**src/source/autosave_pkg.sv**
```systemverilog
// Autosave shared definitions
`default_nettype none

package autosave_pkg;

	// ----------------------------------------------------------------------
	// Default save memory geometry
	// ----------------------------------------------------------------------

	// 8 KB of battery-backed RAM
	localparam int unsigned addr_w_def = 13;
	// One byte per host read
	localparam int unsigned data_w_def = 8;

	typedef logic [addr_w_def-1:0] save_addr_t;
	typedef logic [data_w_def-1:0] save_data_t;

	// ----------------------------------------------------------------------
	// State and decision codes
	// ----------------------------------------------------------------------

	// Scheduler, counting toward a check or waiting on the host upload
	typedef enum logic {
		sched_count,
		sched_upload
	} sched_state_t;

	// Result of one dirty check
	typedef enum logic [1:0] {
		check_save,
		check_defer,
		check_relax
	} check_outcome_t;

	// Upload server, one host read in flight at most
	typedef enum logic {
		serve_idle,
		serve_pending
	} serve_state_t;

endpackage

`default_nettype wire
```
**src/source/autosave_top.sv**
```systemverilog
// Autosave controller top level
`default_nettype none

module autosave_top #(
	parameter int unsigned prescale   = 50_000,
	parameter int unsigned min_ticks  = 1_000,
	parameter int unsigned max_ticks  = 30_000,
	parameter int unsigned idle_ticks = 1_000,
	parameter int unsigned addr_w     = autosave_pkg::addr_w_def,
	parameter int unsigned data_w     = autosave_pkg::data_w_def,
	parameter int unsigned rd_timeout = 1_000_000
) (
	input  logic              clk_sys,
	input  logic              reset,
	input  logic              enable,
	input  logic              save_ram_wr,
	input  logic              user_active,
	input  logic              core_wait,
	input  logic              ioctl_upload,
	input  logic              ioctl_rd,
	input  logic              save_valid,
	input  logic [data_w-1:0] save_data,
	output logic              ioctl_upload_req,
	output logic [data_w-1:0] ioctl_din,
	output logic              ioctl_wait,
	output logic [addr_w-1:0] save_addr,
	output logic              save_rd,
	output logic              saving
);

	logic tick;
	logic user_idle;
	logic save_wait;

	// ----------------------------------------------------------------------
	// Input side
	// ----------------------------------------------------------------------

	activity_monitor #(
		.prescale   (prescale),
		.idle_ticks (idle_ticks)
	) activity_monitor_i (
		.clk_sys     (clk_sys),
		.reset       (reset),
		.user_active (user_active),
		.tick        (tick),
		.user_idle   (user_idle)
	);

	// Dirty check and upload request
	backoff_scheduler #(
		.min_ticks (min_ticks),
		.max_ticks (max_ticks)
	) backoff_scheduler_i (
		.clk_sys          (clk_sys),
		.reset            (reset),
		.enable           (enable),
		.tick             (tick),
		.user_idle        (user_idle),
		.save_ram_wr      (save_ram_wr),
		.ioctl_upload     (ioctl_upload),
		.ioctl_upload_req (ioctl_upload_req)
	);

	// ----------------------------------------------------------------------
	// Output side
	// ----------------------------------------------------------------------

	upload_server #(
		.addr_w     (addr_w),
		.data_w     (data_w),
		.rd_timeout (rd_timeout)
	) upload_server_i (
		.clk_sys      (clk_sys),
		.reset        (reset),
		.ioctl_upload (ioctl_upload),
		.ioctl_rd     (ioctl_rd),
		.save_data    (save_data),
		.save_valid   (save_valid),
		.save_addr    (save_addr),
		.save_rd      (save_rd),
		.ioctl_din    (ioctl_din),
		.save_wait    (save_wait)
	);

	// Shared wait line, core download wait merged with the upload wait
	assign ioctl_wait = core_wait | save_wait;

	// Status for an OSD or LED indicator
	assign saving = ioctl_upload;

endmodule

`default_nettype wire

```
**src/source/upload_server.sv**
```systemverilog
// Save memory upload server
`default_nettype none

module upload_server #(
	parameter int unsigned addr_w     = 13,
	parameter int unsigned data_w     = 8,
	parameter int unsigned rd_timeout = 1_000_000
) (
	input  logic              clk_sys,
	input  logic              reset,
	input  logic              ioctl_upload,
	input  logic              ioctl_rd,
	input  logic [data_w-1:0] save_data,
	input  logic              save_valid,
	output logic [addr_w-1:0] save_addr,
	output logic              save_rd,
	output logic [data_w-1:0] ioctl_din,
	output logic              save_wait
);

	// Watchdog in raw clock cycles
	localparam int unsigned wd_w = $clog2(rd_timeout + 1);

	// Release after rd_timeout pending cycles
	localparam logic [wd_w-1:0] wd_load = wd_w'(rd_timeout - 1);

	autosave_pkg::serve_state_t state;

	logic [wd_w-1:0] watchdog;
	logic            rd_done;
	logic            timed_out;

	// ----------------------------------------------------------------------
	// Read completion
	// ----------------------------------------------------------------------

	// Memory answered, or the watchdog ran out
	assign rd_done = ioctl_upload && (state == autosave_pkg::serve_pending)
		&& (save_valid || watchdog == '0);

	// A late answer in the last cycle still wins
	assign timed_out = !save_valid && (watchdog == '0);

	// ----------------------------------------------------------------------
	// Serve FSM
	// ----------------------------------------------------------------------

	always_ff @(posedge clk_sys) begin
		// Strobe is a single cycle
		save_rd <= 1'b0;

		if (reset || !ioctl_upload) begin
			// Every upload starts again from address zero
			state     <= autosave_pkg::serve_idle;
			save_addr <= '0;
			save_wait <= 1'b0;
			watchdog  <= '0;
		end else begin
			case (state)
				autosave_pkg::serve_idle: begin
					if (ioctl_rd) begin
						save_rd   <= 1'b1;
						save_wait <= 1'b1;
						watchdog  <= wd_load;
						state     <= autosave_pkg::serve_pending;
					end
				end
				autosave_pkg::serve_pending: begin
					if (rd_done) begin
						save_addr <= save_addr + 1'b1;
						save_wait <= 1'b0;
						state     <= autosave_pkg::serve_idle;
					end else begin
						watchdog <= watchdog - 1'b1;
					end
				end
				default: state <= autosave_pkg::serve_idle;
			endcase
		end
	end

	// Host data, zero fill on a stuck read
	always_ff @(posedge clk_sys) begin
		if (rd_done) begin
			ioctl_din <= timed_out ? '0 : save_data;
		end
	end

endmodule

`default_nettype wire

```
**src/source/backoff_scheduler.sv**
```systemverilog
// Adaptive backoff save scheduler
`default_nettype none

module backoff_scheduler #(
	parameter int unsigned min_ticks = 1_000,
	parameter int unsigned max_ticks = 30_000
) (
	input  logic clk_sys,
	input  logic reset,
	input  logic enable,
	input  logic tick,
	input  logic user_idle,
	input  logic save_ram_wr,
	input  logic ioctl_upload,
	output logic ioctl_upload_req
);

	// Timer and interval count in ticks, sized for the cap
	localparam int unsigned tmr_w = $clog2(max_ticks + 1);

	localparam logic [tmr_w-1:0] min_v = tmr_w'(min_ticks);
	localparam logic [tmr_w-1:0] max_v = tmr_w'(max_ticks);

	autosave_pkg::sched_state_t   state;
	autosave_pkg::check_outcome_t outcome;

	logic             dirty;
	logic [tmr_w-1:0] timer;
	logic [tmr_w-1:0] interval;
	logic [tmr_w-1:0] dbl_interval;
	logic [tmr_w-1:0] half_interval;
	logic             at_cap;
	logic             check_now;

	// ----------------------------------------------------------------------
	// Interval arithmetic
	// ----------------------------------------------------------------------

	// Doubling, clamped before the shift so it never overflows
	assign dbl_interval = (interval > (max_v >> 1)) ? max_v : (interval << 1);

	// Halving, floored at the minimum
	assign half_interval = ((interval >> 1) < min_v) ? min_v : (interval >> 1);

	// At the cap the idle guard no longer holds a save back
	assign at_cap = (interval >= max_v);

	// ----------------------------------------------------------------------
	// Dirty check
	// ----------------------------------------------------------------------

	// Evaluated in the single cycle the timer rests at zero
	assign check_now = enable && (state == autosave_pkg::sched_count)
		&& !ioctl_upload && (timer == '0);

	always_comb begin
		if (!dirty) begin
			outcome = autosave_pkg::check_relax;
		end else if (user_idle || at_cap) begin
			outcome = autosave_pkg::check_save;
		end else begin
			outcome = autosave_pkg::check_defer;
		end
	end

	// Write wins over the clear, a late write stays pending for next time
	always_ff @(posedge clk_sys) begin
		if (reset) begin
			dirty <= 1'b0;
		end else if (save_ram_wr) begin
			dirty <= 1'b1;
		end else if (check_now && outcome == autosave_pkg::check_save) begin
			dirty <= 1'b0;
		end
	end

	// ----------------------------------------------------------------------
	// Scheduler FSM
	// ----------------------------------------------------------------------

	always_ff @(posedge clk_sys) begin
		if (reset || !enable) begin
			// First check comes after the floor interval
			state            <= autosave_pkg::sched_count;
			timer            <= min_v;
			interval         <= min_v;
			ioctl_upload_req <= 1'b0;
		end else begin
			case (state)
				autosave_pkg::sched_count: begin
					if (check_now) begin
						case (outcome)
							autosave_pkg::check_save: begin
								// Timer reloads once the upload is over
								state            <= autosave_pkg::sched_upload;
								ioctl_upload_req <= 1'b1;
								interval         <= dbl_interval;
							end
							autosave_pkg::check_defer: begin
								interval <= dbl_interval;
								timer    <= dbl_interval;
							end
							default: begin
								interval <= half_interval;
								timer    <= half_interval;
							end
						endcase
					end else if (tick && !ioctl_upload && timer != '0) begin
						timer <= timer - 1'b1;
					end
				end
				autosave_pkg::sched_upload: begin
					// Request drops as soon as the host starts the upload
					if (ioctl_upload) begin
						ioctl_upload_req <= 1'b0;
					end else if (!ioctl_upload_req) begin
						timer <= interval;
						state <= autosave_pkg::sched_count;
					end
				end
				default: state <= autosave_pkg::sched_count;
			endcase
		end
	end

endmodule

`default_nettype wire

```
**src/source/activity_monitor.sv**
```systemverilog
// Tick prescaler and activity monitor
`default_nettype none

module activity_monitor #(
	parameter int unsigned prescale   = 50_000,
	parameter int unsigned idle_ticks = 1_000
) (
	input  logic clk_sys,
	input  logic reset,
	input  logic user_active,
	output logic tick,
	output logic user_idle
);

	// Counter widths, at least one bit each
	localparam int unsigned pre_w  = (prescale > 1) ? $clog2(prescale) : 1;
	localparam int unsigned idle_w = $clog2(idle_ticks + 1);

	localparam logic [pre_w-1:0]  pre_load  = pre_w'(prescale - 1);
	localparam logic [idle_w-1:0] idle_load = idle_w'(idle_ticks);

	logic [pre_w-1:0]  pre_cnt;
	logic              active_q;
	logic              active_edge;
	logic [idle_w-1:0] idle_cnt;

	// ----------------------------------------------------------------------
	// Prescaler
	// ----------------------------------------------------------------------

	// Down counter, reloads on the cycle it sits at zero
	always_ff @(posedge clk_sys) begin
		if (reset || pre_cnt == '0) begin
			pre_cnt <= pre_load;
		end else begin
			pre_cnt <= pre_cnt - 1'b1;
		end
	end

	// One pulse every prescale cycles
	assign tick = (pre_cnt == '0);

	// ----------------------------------------------------------------------
	// Idle tracking
	// ----------------------------------------------------------------------

	// Previous input level, also sampled in reset so no false edge follows it
	always_ff @(posedge clk_sys) begin
		active_q <= user_active;
	end

	// Any change counts as activity, level or toggle alike
	assign active_edge = (user_active != active_q);

	always_ff @(posedge clk_sys) begin
		if (reset) begin
			idle_cnt  <= '0;
			user_idle <= 1'b1;
		end else if (active_edge) begin
			// Restart the quiet period
			idle_cnt  <= idle_load;
			user_idle <= 1'b0;
		end else if (idle_cnt != '0) begin
			if (tick) begin
				idle_cnt <= idle_cnt - 1'b1;
			end
		end else begin
			user_idle <= 1'b1;
		end
	end

endmodule

`default_nettype wire

```
**config.mk**
```make
export PLATFORM = sky130hd
export DESIGN_NAME = autosave_top
export DESIGN_NICKNAME = d
export VERILOG_FILES = /design/src/source/autosave_pkg.sv /design/src/source/autosave_top.sv /design/src/source/upload_server.sv /design/src/source/backoff_scheduler.sv /design/src/source/activity_monitor.sv
export SDC_FILE = /design/constraint.sdc
export NUM_CORES = 1
export LEC_CHECK = 0
export BUFFER_PORTS_ARGS = -buffer_cell sky130_fd_sc_hd__buf_2
export CAP_MARGIN = 10
export CELL_PAD_IN_SITES_DETAIL_PLACEMENT = 1
export CELL_PAD_IN_SITES_GLOBAL_PLACEMENT = 2
export CORE_ASPECT_RATIO = 1.5
export CORE_MARGIN = 8
export CORE_UTILIZATION = 25
export DETAILED_ROUTE_END_ITERATION = 8
export PLACE_DENSITY = 0.61
export RECOVER_POWER = 100
export REMOVE_ABC_BUFFERS = 1
export SLEW_MARGIN = 0
export SYNTH_ARGS = -nofsm -noshare
export SYNTH_HDL_FRONTEND = slang
export SYNTH_HIERARCHICAL = 1
export SYNTH_SLANG_ARGS = --single-unit
```
**constraint.sdc**
```tcl
create_clock -name clk_sys -period 3.4 [get_ports clk_sys]
set_input_delay 0.68 -clock clk_sys [delete_from_list [all_inputs] [get_ports clk_sys]]
set_output_delay 0.68 -clock clk_sys [all_outputs]
set_load 0.05 [all_outputs]
```
# Word-level counts from Yosys, hierarchy flattened
# Cells that the tools add are included.
dict set report classes {
  addsub 5
  n_lt_le_gt_ge 3
  n_eq_ne 13
  mux 36
  n_bitwise 3
  n_reduce_logical 37
}
# op count
set op_table {}
lappend op_table {{$mux W15} 6}
lappend op_table {{$pmux W15 S2} 2}
lappend op_table {{$mux W20} 2}
lappend op_table {{$pmux W20 S2} 1}
lappend op_table {{$mux W10} 3}
lappend op_table {{$logic_not A20 Y1} 1}
lappend op_table {{$sub A20 B1 Y20 const B} 1}
lappend op_table {{$logic_not A16 Y1} 1}
lappend op_table {{$mux W1} 16}
lappend op_table {{$sub A16 B1 Y16 const B} 1}
lappend op_table {{$ge A15 B15 Y1 const B} 1}
lappend op_table {{$gt A15 B14 Y1 const B} 1}
lappend op_table {{$logic_not A15 Y1} 1}
lappend op_table {{$reduce_bool A15 Y1} 1}
lappend op_table {{$sub A15 B1 Y15 const B} 1}
lappend op_table {{$lt A14 B10 Y1 const B} 1}
lappend op_table {{$mux W14} 1}
lappend op_table {{$ne A2 B2 Y1 const B} 7}
lappend op_table {{$add A13 B1 Y13 const B} 1}
lappend op_table {{$reduce_and A2 Y1} 6}
lappend op_table {{$reduce_bool A10 Y1} 1}
lappend op_table {{$sub A10 B1 Y10 const B} 1}
lappend op_table {{$logic_and A1 B1 Y1} 9}
lappend op_table {{$pmux W1 S2} 4}
lappend op_table {{other kinds (15)} 27}
dict set report totals {
  ff_bits 105
  in_bits 17
  out_inout_bits 25
  word_cells 113
}

# Longest topological paths before layout
# Gate-level depths: netlist of run 1.
dict set report depth {
  ltp_word 8
  ltp_mapped 12
  depth_no_buf 10
}

# Cells and area by module
# The synthesis of run 1 kept the hierarchy.
# module instances cells_each area_per_inst_um2 seq_area_each_um2
set modules_own_cells {}
lappend modules_own_cells {backoff_scheduler 1 310 2364.8 660.6}
lappend modules_own_cells {upload_server 1 238 2122.0 960.9}
lappend modules_own_cells {activity_monitor 1 148 1321.3 560.5}
lappend modules_own_cells {autosave_top 1 2 13.8 0.0}

# Least setup slack after synthesis of run 1
# OpenSTA, ideal clock, no wires.
dict set report synth_path {
  path_type {input port to flip-flop}
  start {in ioctl_upload}
  end {reg backoff_scheduler_i.timer[3]}
  setup_time_ns 0.122
  t_arrival_ns 2.349
  required_time_ns 3.278
  setup_slack_ns 0.929
  cell_stages 6
  n_path_buf 1
  cell_sequence {or3b_2 -> nor4b_4 -> nand4_2 -> o21a_2 -> buf_6 -> o32a_1}
}
dict set report synth_between {
  elab_chain_cells 5
  elab_cells_between_ends 11
  classes_between {eq/ne: 3; mux: 2; reduce/logical: 6}
}
# item line_no
set synth_lines {}
lappend synth_lines {{start, declared} autosave_top.sv:19} ;# input logic ioctl_upload,
lappend synth_lines {{$logic_not A1 Y1} {backoff_scheduler.sv:54, backoff_scheduler.sv:108}}
lappend synth_lines {{$logic_and A1 B1 Y1 (on tied branches) (2 in series)} {backoff_scheduler.sv:54, backoff_scheduler.sv:108}}
lappend synth_lines {{$ne A3 B3 Y1 (no source line) (tied with other cells)} n/a}
lappend synth_lines {{$reduce_and A4 Y1 (no source line) or $pmux W15 S2 (tied branches)} n/a}
lappend synth_lines {{end signal, assigned} backoff_scheduler.sv:85} ;# timer <= min_v;
lappend synth_lines {{end signal, assigned} backoff_scheduler.sv:101} ;# timer <= dbl_interval;
lappend synth_lines {{end signal, assigned} backoff_scheduler.sv:105} ;# timer <= half_interval;
lappend synth_lines {{end, declared} backoff_scheduler.sv:28} ;# logic [tmr_w-1:0] timer;
# Parallel ways exist; a longest one is shown, timed or not.
# A chain may end at the register's enable or synchronous reset.

# Final worst setup path of run 1
dict set report layout_path {
  start {reg upload_server_i.watchdog[6]}
  end {reg upload_server_i.watchdog[9]}
}
dict set report layout_between {
  elab_chain_cells 5
  elab_cells_between_ends 8
  classes_between {add/sub: 1; eq/ne: 1; mux: 2; reduce/logical: 4}
}
# item line_no
set layout_lines {}
lappend layout_lines {{start, declared} upload_server.sv:29} ;# logic [wd_w-1:0] watchdog;
lappend layout_lines {{start signal, assigned} upload_server.sv:64} ;# watchdog <= wd_load;
lappend layout_lines {{start signal, assigned} upload_server.sv:74} ;# watchdog <= watchdog - 1'b1;
lappend layout_lines {{branches (longest 5 deep; another with $sub A20 B1 Y20)} n/a}
# Several ways; the timed one is not identified. The select of a mux whose other input is x is not followed.

==> results of run 1 <==
-- area by class of cell --
class / instances / area [µm²]
Fill cell: 2720 / 16400
Multi-Input combinational cell: 529 / 3330
Sequential cell: 105 / 2180
Tap cell: 280 / 350
Timing Repair Buffer: 60 / 299
Clock buffer: 10 / 229
Clock inverter: 6 / 138
Inverter: 22 / 82.6
-- placed cells by master (no fill, tap or decap), types with 9 or more instances in the layout --
| cell | n |
|---|---|
| a21oi_1 | 49 |
| o211ai_1 | 9 |
| clkbuf_16 | 9 |
| clkbuf_1 | 32 |
| inv_1 | 22 |
| dfxtp_1 | 97 |
| nand3_1 | 21 |
| o31ai_1 | 16 |
| nor3_1 | 27 |
| or4_1 | 23 |
| buf_4 | 15 |
| nor4_1 | 11 |
| nor2_1 | 54 |
| nand2_1 | 65 |
| xor2_1 | 16 |
| nor2b_1 | 16 |
| o21ai_0 | 35 |
| nand4_1 | 13 |
| a31oi_1 | 14 |
| buf_2 | 14 |
| xnor2_1 | 9 |
| or3_1 | 16 |
-- sequential cells by signal (all words and copies together) (netlist names) --
signal and cells:
backoff_scheduler_i/ioctl_upload_req 1, upload_server_i/save_wait 1, activity_monitor_i/user_idle 1, backoff_scheduler_i/timer 15, activity_monitor_i/idle_cnt 10, backoff_scheduler_i/dirty 1
upload_server_i/save_rd 1, upload_server_i/watchdog 20, backoff_scheduler_i/state 1, activity_monitor_i/active_q 1, upload_server_i/save_addr 13, activity_monitor_i/pre_cnt 16
upload_server_i/ioctl_din 8, upload_server_i/state 1, backoff_scheduler_i/interval 15
-- kinds of logic after synthesis --
logic type | after synthesis | share of synthesized area [%]
multiplexers | 4 | 0.709
buffers and inverters | 64 | 4.96
AO/OA/AOI/OAI | 193 | 22.4
XOR/XNOR | 25 | 3.76
adder cells (fa/ha/maj) | 8 | 1.72
AND/OR/NAND/NOR | 299 | 28.9
flip-flops | 105 | 37.5
-- synthesized netlist by cell type, types with 5 or more instances --
library cell | n | share of area, %
a21oi_1 | 49 | 4.2
a22oi_1 | 5 | 0.64
a31oi_1 | 14 | 1.5
and3_1 | 7 | 0.75
buf_2 | 9 | 0.77
clkbuf_1 | 25 | 1.6
dfxtp_1 | 97 | 33
edfxtp_1 | 8 | 4.1
ha_1 | 8 | 1.7
inv_1 | 22 | 1.4
nand2_1 | 65 | 4.2
nand2b_1 | 8 | 0.86
nand3_1 | 21 | 1.8
nand4_1 | 13 | 1.4
nor2_1 | 54 | 3.5
nor2b_1 | 16 | 1.7
nor3_1 | 26 | 2.2
nor4_1 | 11 | 1.2
o211ai_1 | 9 | 1.2
o21a_1 | 5 | 0.64
o21ai_0 | 34 | 2.9
o311ai_0 | 5 | 0.75
o31ai_1 | 15 | 1.9
or3_1 | 16 | 1.7
or4_1 | 21 | 2.7
xnor2_1 | 9 | 1.4
xor2_1 | 16 | 2.4
-- worst min-delay path by stage --
stage                                                        start                                       end  slack (ns)
after global placement    activity_monitor_i/pre_cnt[0]$_SDFF_PP1_  activity_monitor_i/pre_cnt[0]$_SDFF_PP1_        0.38
after detailed placement  activity_monitor_i/pre_cnt[0]$_SDFF_PP1_  activity_monitor_i/pre_cnt[0]$_SDFF_PP1_        0.40
after global routing                                   user_active       activity_monitor_i/active_q$_DFF_P_        0.44
after CTS                                              user_active       activity_monitor_i/active_q$_DFF_P_        0.42
final                     activity_monitor_i/pre_cnt[0]$_SDFF_PP1_  activity_monitor_i/pre_cnt[0]$_SDFF_PP1_        0.42
after floorplan           activity_monitor_i/pre_cnt[0]$_SDFF_PP1_  activity_monitor_i/pre_cnt[0]$_SDFF_PP1_        0.37
-- where the power goes --
part | leakage, nW | switching (mW) | internal [mW]
Combinational | 1.18 | 0.172 | 0.0885
Sequential | 0.861 | 0.0239 | 1.27
Clock | 0.177 | 0.497 | 0.799
Total | 2.22 | 0.693 | 2.16
-- worst max-delay path, stage by stage (launching register included) --
cell     delay (ns)
dfxtp_1        0.37
nor4_1         0.61
nand4_1        0.40
o21ai_0        0.99
nor3_1         0.11
o31a_1         0.31
-- through the flow --
step	setup slack (ns)	hold slack, ns	area, µm²	util (%)
final	0.496	0.415	6610	28.8
after global routing	0.232	0.436	6610	28.8
after CTS	0.700	0.416	6680	29.1
after detailed placement	0.442	0.399	6310	27.5
after global placement	0.524	0.380	6310	27.5
after floorplan	0.533	0.371	5620	-
-- per-layer routing --
layer  vias to the layer above  GRT usage, %  wire, µm
met5                         -             0         0
met4                         0          5.93       493
met3                        30          2.45       600
met2                        77          25.1     10000
met1                      2717          14.4      7900
li1                       2681             -         -
==> summary.txt, run 1 <==
Run status
  • Status: completed

CTS
  • CTS Root Cell: clkbuf_16
  • CTS tree: yes
  • Clock tree buffer depth: 2
  • Post-CTS setup buffers: 0
  • Clock transition at the registers of the reported paths: 0.08 ns
  • H-tree levels: 3
  • Total CTS buffers: 9
  • CTS sink cnt: 105
  • Worst skew pair latency: 0.36 ns
  • Post-CTS sizing: 0
  • Cts hold-fix bufs: 0

Worst setup path
  • R2R depth: 5
  • Capture point of the critical path: upload_server_i/watchdog[9]$_SDFFE_PP0P_
  • CP startpoint: upload_server_i/watchdog[6]$_SDFFE_PP0P_
  • Critical Path AT: 3.16 ns
  • Crit-path max FO: 9
  • Worst setup EP type: register
  • CP startpoint kind: register
  • Crit path required time: 3.66 ns
  • Worst setup path class: register to register
  • Reg-to-Reg End: upload_server_i/watchdog[9]$_SDFFE_PP0P_
  • Origin of the critical flop-to-flop path: upload_server_i/watchdog[6]$_SDFFE_PP0P_
  • Reg2Reg Setup Slack: 0.50 ns

Drt
  • DRC Markers: 0
  • DR pass1 iterations: 4
  • Wire per inst: 18.8 µm
  • Final WL: 19.0 mm
  • 1st-iter DRT viols: 232
  • ANT nets after route: 0
  • DR vias/cell: 5.44
  • Total number of vias: 5,505

Worst hold path
  • Worst Hold Class: register to register
  • Hold Crit Depth: 1

Synthesis
  • Mean post-synth cell area: 8.34 µm²
  • Register area share after synthesis: 37.5%
  • Netlist cell types: 81
  • Synth Cell Area: 5820 µm²
  • Post-synth EDFFs: 8
  • YS warnings: 6
  • Main synth FF type: dfxtp_1
  • Yosys reg bits: 105
  • Post-Synthesis Cells: 698
  • Ys async rst share: 0%

STA
  • Slew @ Worst Pin: 1.14 ns
  • Minimum clock period: 2.90 ns
  • Final setup violating endpoints: 0
  • RSZ-0062 raised after global routing: false
  • Slew Viols, Final: 0
  • Fmax: 0.344 GHz
  • Relative slew slack: 23.0%
  • Final hold viol count: 0
  • Final clock skew: 0.0137 ns
  • Fin Setup TNS: 0 ns
  • Final period util: 85.4%

Placed design
  • PortBufs: 41
  • Placer congestion estimate: 0.785
  • DP HPWL: 14.1 mm
  • Placed cells: 996

Finish
  • Non-Filler Instances: 1,012
  • Ant. Diodes: 0
  • Layout cells sized above 1: 9.43%
  • Synthesis-to-finish area growth: 13.5%
  • Nets: 752

Floorplan
  • # IOs: 42
  • Core Box Area: 23,000 µm²
  • DIE WIDTH: 141 µm
  • FP Rows: 68
  • Die Ht: 203 µm
  • Initial Util: 25.3%
  • Die ar.: 28,500 µm²

Global route
  • First-pass GRT wire length: 30.7 mm
  • Pin count of the biggest net entering global routing: 38
  • Initial antenna violation count: 0
  • Vias in the first global route: 5,687
  • Gr ovfl total: 0
  • GRT Overall Usage: 13.5%

Power
  • Pwr dens: 431 nW/µm²
  • Leakage power: 2.22 nW
  • Peak supply drop: 0.223 mV
  • Final Power: 2.85 mW

Run
  • Maxcap violations: 0
Note: power is estimated with default switching activity, not from simulation.
==> run 2, diff against run 1 <==
--- a/config.mk
+++ b/config.mk
@@ -5,6 +5,7 @@
 export SDC_FILE = /design/constraint.sdc
 export NUM_CORES = 1
 export LEC_CHECK = 0
+export ABC_AREA = 1
 export BUFFER_PORTS_ARGS = -buffer_cell sky130_fd_sc_hd__buf_2
 export CAP_MARGIN = 10
 export CELL_PAD_IN_SITES_DETAIL_PLACEMENT = 1
@@ -13,7 +14,7 @@
 export CORE_MARGIN = 8
 export CORE_UTILIZATION = 25
 export DETAILED_ROUTE_END_ITERATION = 8
-export PLACE_DENSITY = 0.61
+export PLACE_DENSITY = 0.65
 export RECOVER_POWER = 100
 export REMOVE_ABC_BUFFERS = 1
 export SLEW_MARGIN = 0
==> run 2 against run 1 <==
Effect of this change: clock power down 8%; critical endpoint is now backoff_scheduler_i/interval[4]$_SDFFE_PP0P_; setup slack better by 0.29 ns; wire length up 11%; register-to-register slack better by 0.29 ns; die area up 11%; synthesized cell count up 42%; global-route usage up 0.32 points; sequential share of layout area down 2.6 points; sequential power about the same; design area up 8.6%; sequential cell count unchanged.
==> summary.txt, run 2 <==
Finish
  • Nets: 1,048 (was 752)
  • Biggest regs: upload_server_i/watchdog x20, activity_monitor_i/pre_cnt x16 (unchanged)
  • Finished Cell Area: 7180 µm² (was 6610 µm²)
  • Non-Filler Instances: 1,361 (was 1,012)
  • Layout cells sized above 1: 7.68% (was 9.43%)
  • Max reg flops: 20 (unchanged)
  • Core Util, Final: 28.0% (was 28.8%)
  • Largest Register: upload_server_i/watchdog (unchanged)
  • Commonest non-fill, non-tap cell in the layout: nand2_1 (was dfxtp_1)
  • Ant. Diodes: 0 (unchanged)
  • Synthesis-to-finish area growth: 10.4% (was 13.5%)
  • Commonest non-fill, non-tap cells in the layout: nand2_1 (278), nor2_1 (121), inv_1 (109) (was dfxtp_1 (97), nand2_1 (65), nor2_1 (54))

CTS
  • CTS sink cnt: 105 (unchanged)
  • Clock transition at the registers of the reported paths: 0.08 ns (about the same)
  • Cts hold-fix bufs: 0 (unchanged)
  • Total CTS buffers: 9 (unchanged)
  • Worst skew pair latency: 0.36 ns (about the same)
  • CTS tree: yes (unchanged)
  • Post-CTS setup buffers: 0 (unchanged)
  • Post-CTS sizing: 0 (unchanged)
  • H-tree levels: 3 (unchanged)
  • Clock tree buffer depth: 2 (unchanged)
  • CTS Root Cell: clkbuf_16 (unchanged)

Drt
  • DRC Markers: 0 (unchanged)
  • 1st-iter DRT viols: 166 (was 232)
  • Final WL: 21.1 mm (was 19.0 mm)
  • DR vias/cell: 4.69 (was 5.44)
  • Total number of vias: 6,387 (was 5,505)
  • ANT nets after route: 0 (unchanged)
  • DR pass1 iterations: 4 (unchanged)
  • Wire per inst: 15.5 µm (was 18.8 µm)

Placed design
  • PortBufs: 41 (unchanged)
  • Placement Cell Area: 7000 µm² (was 6310 µm²)
  • DP HPWL: 16.3 mm (was 14.1 mm)
  • Placer congestion estimate: 0.787 (was 0.785)
  • Placed cells: 1,345 (was 996)

Global route
  • Gr ovfl total: 0 (unchanged)
  • First-pass GRT wire length: 34.8 mm (was 30.7 mm)
  • GRT Overall Usage: 13.8% (was 13.5%)
  • Pin count of the biggest net entering global routing: 29 (was 38)
  • Vias in the first global route: 6,726 (was 5,687)
  • Initial antenna violation count: 0 (unchanged)

Synthesis
  • Yosys reg bits: 105 (unchanged)
  • Post-synth EDFFs: 8 (unchanged)
  • Mean post-synth cell area: 6.55 µm² (was 8.34 µm²)
  • Main synth FF type: dfxtp_1 (unchanged)
  • YS warnings: 6 (unchanged)
  • Yosys top cell by area: dfxtp_1 (unchanged)
  • Netlist cell types: 48 (was 81)
  • Ranking of synthesized cells by area: dfxtp_1 (30%), nand2_1 (16%), nand3_1 (7.4%) (was dfxtp_1 (33%), a21oi_1 (4.2%), nand2_1 (4.2%))
  • Ys async rst share: 0% (unchanged)
  • Most common cell in the netlist: nand2_1 (was dfxtp_1)
  • Synth Cell Area: 6500 µm² (was 5820 µm²)
  • Commonest cells in the netlist: nand2_1 (269), nor2_1 (117), inv_1 (109) (was dfxtp_1 (97), nand2_1 (65), nor2_1 (54))
  • Post-Synthesis Cells: 992 (was 698)
  • Post-synth top area share: 29.9% (was 33.4%)
  • Register area share after synthesis: 33.6% (was 37.5%)

Worst setup path
  • CP startpoint kind: register (unchanged)
  • Worst setup path class: register to register (unchanged)
  • Reg2Reg Setup Slack: 0.78 ns (was 0.50 ns)
  • Origin of the critical flop-to-flop path: backoff_scheduler_i/timer[0]$_SDFFE_PP0P_ (was upload_server_i/watchdog[6]$_SDFFE_PP0P_)
  • Reg-to-Reg End: backoff_scheduler_i/interval[4]$_SDFFE_PP0P_ (was upload_server_i/watchdog[9]$_SDFFE_PP0P_)
  • Crit-path max FO: 17 (was 9)
  • Critical Path AT: 2.93 ns (was 3.16 ns)
  • Crit path required time: 3.71 ns (was 3.66 ns)
  • R2R depth: 10 (was 5)
  • Worst setup EP type: register (unchanged)

Floorplan
  • FP Rows: 72 (was 68)
  • DIE WIDTH: 148 µm (was 141 µm)
  • Die ar.: 31,500 µm² (was 28,500 µm²)
  • # IOs: 42 (unchanged)
  • Core Box Area: 25,700 µm² (was 23,000 µm²)
  • Initial Util: 25.3% (about the same)
  • Die Ht: 214 µm (was 203 µm)

STA
  • Final hold viol count: 0 (unchanged)
  • Final setup violating endpoints: 0 (unchanged)
  • Final clock skew: 0.00773 ns (was 0.0137 ns)
  • Slew @ Worst Pin: 0.848 ns (was 1.14 ns)
  • Fin Setup TNS: 0 ns (unchanged)
  • Final period util: 77.0% (was 85.4%)
  • RSZ-0062 raised after global routing: false (unchanged)
  • Minimum clock period: 2.62 ns (was 2.90 ns)
  • Fmax: 0.382 GHz (was 0.344 GHz)
  • Relative slew slack: 43.2% (was 23.0%)
  • Slew Viols, Final: 0 (unchanged)

Worst hold path
  • Hold Path End: activity_monitor_i/pre_cnt[0]$_SDFF_PP1_ (unchanged)
  • Hold Crit Depth: 1 (unchanged)
  • Hold wc startpoint: activity_monitor_i/pre_cnt[0]$_SDFF_PP1_ (unchanged)
  • Worst Hold Class: register to register (unchanged)

Power
  • Leakage power: 2.93 nW (was 2.22 nW)
  • Pwr dens: 388 nW/µm² (was 431 nW/µm²)
  • Peak supply drop: 0.210 mV (was 0.223 mV)

Run
  • Maxcap violations: 0 (unchanged)

Run status
  • Status: completed (unchanged)
run 2: metal layers:
layer  global-route usage [%]  part of all wire, %
met1                     14.6                   41
met2                     27.0                   55
met3                     1.65                  1.2
met4                     5.75                  2.7
met5                        0                    0
run 2: worst max-delay path, cell delays in order (launching register included):
cell	delay, ns
dfxtp_1	0.33
inv_1	0.12
ha_1	0.25
nand3_1	0.11
nor2_1	0.23
nand3_4	0.29
nor2_1	0.21
clkbuf_1	0.48
inv_1	0.26
nor2_1	0.15
o21a_1	0.13
run 2: cells by family after synthesis:
logic type	synth area share [%]
AO/OA/AOI/OAI	12.9
XOR/XNOR	2.58
adder cells (fa/ha/maj)	1.54
buffers and inverters	9.56
flip-flops	33.6
AND/OR/NAND/NOR	39.9
run 2: layout make-up:
| cell class | count | area (µm²) |
|---|---|---|
| Timing Repair Buffer | 48 | 213 |
| Multi-Input combinational cell | 743 | 3600 |
| Clock buffer | 10 | 239 |
| Fill cell | 3310 | 18500 |
| Inverter | 116 | 442 |
| Clock inverter | 6 | 88.8 |
| Sequential cell | 105 | 2180 |
| Tap cell | 333 | 417 |
run 2: where the power goes:
part	total, mW	internal, mW	switching (mW)
Sequential	1.30	1.27	0.0244
Combinational	0.302	0.0915	0.210
Clock	1.19	0.670	0.517
run 2: worst max-delay path by stage:
stage	startpoint	end	slack [ns]	depth (start not counted)
after global routing	ioctl_upload	upload_server_i/save_wait$_SDFFE_PP0P_	0.48	9
after floorplan	enable	backoff_scheduler_i/timer[8]$_SDFFE_PP1P_	1.37	9
after detailed placement	ioctl_upload	backoff_scheduler_i/timer[8]$_SDFFE_PP1P_	0.88	8
after global placement	ioctl_upload	backoff_scheduler_i/timer[8]$_SDFFE_PP1P_	0.92	8
final	backoff_scheduler_i/timer[0]$_SDFFE_PP0P_	backoff_scheduler_i/interval[4]$_SDFFE_PP0P_	0.78	10
after CTS	backoff_scheduler_i/timer[0]$_SDFFE_PP0P_	backoff_scheduler_i/timer[8]$_SDFFE_PP1P_	1.0	10
run 2: per-stage QoR:
stage / setup WS [ns] / total power, mW / hold WS (ns)
2_1_floorplan: 1.37 / 1.54 / 0.380
3_3_place_gp: 0.918 / 1.65 / 0.391
3_5_place_dp: 0.879 / 1.65 / 0.396
4_1_cts: 0.996 / 2.86 / 0.414
5_1_grt: 0.476 / 2.93 / 0.434
6_report: 0.781 / 2.78 / 0.410
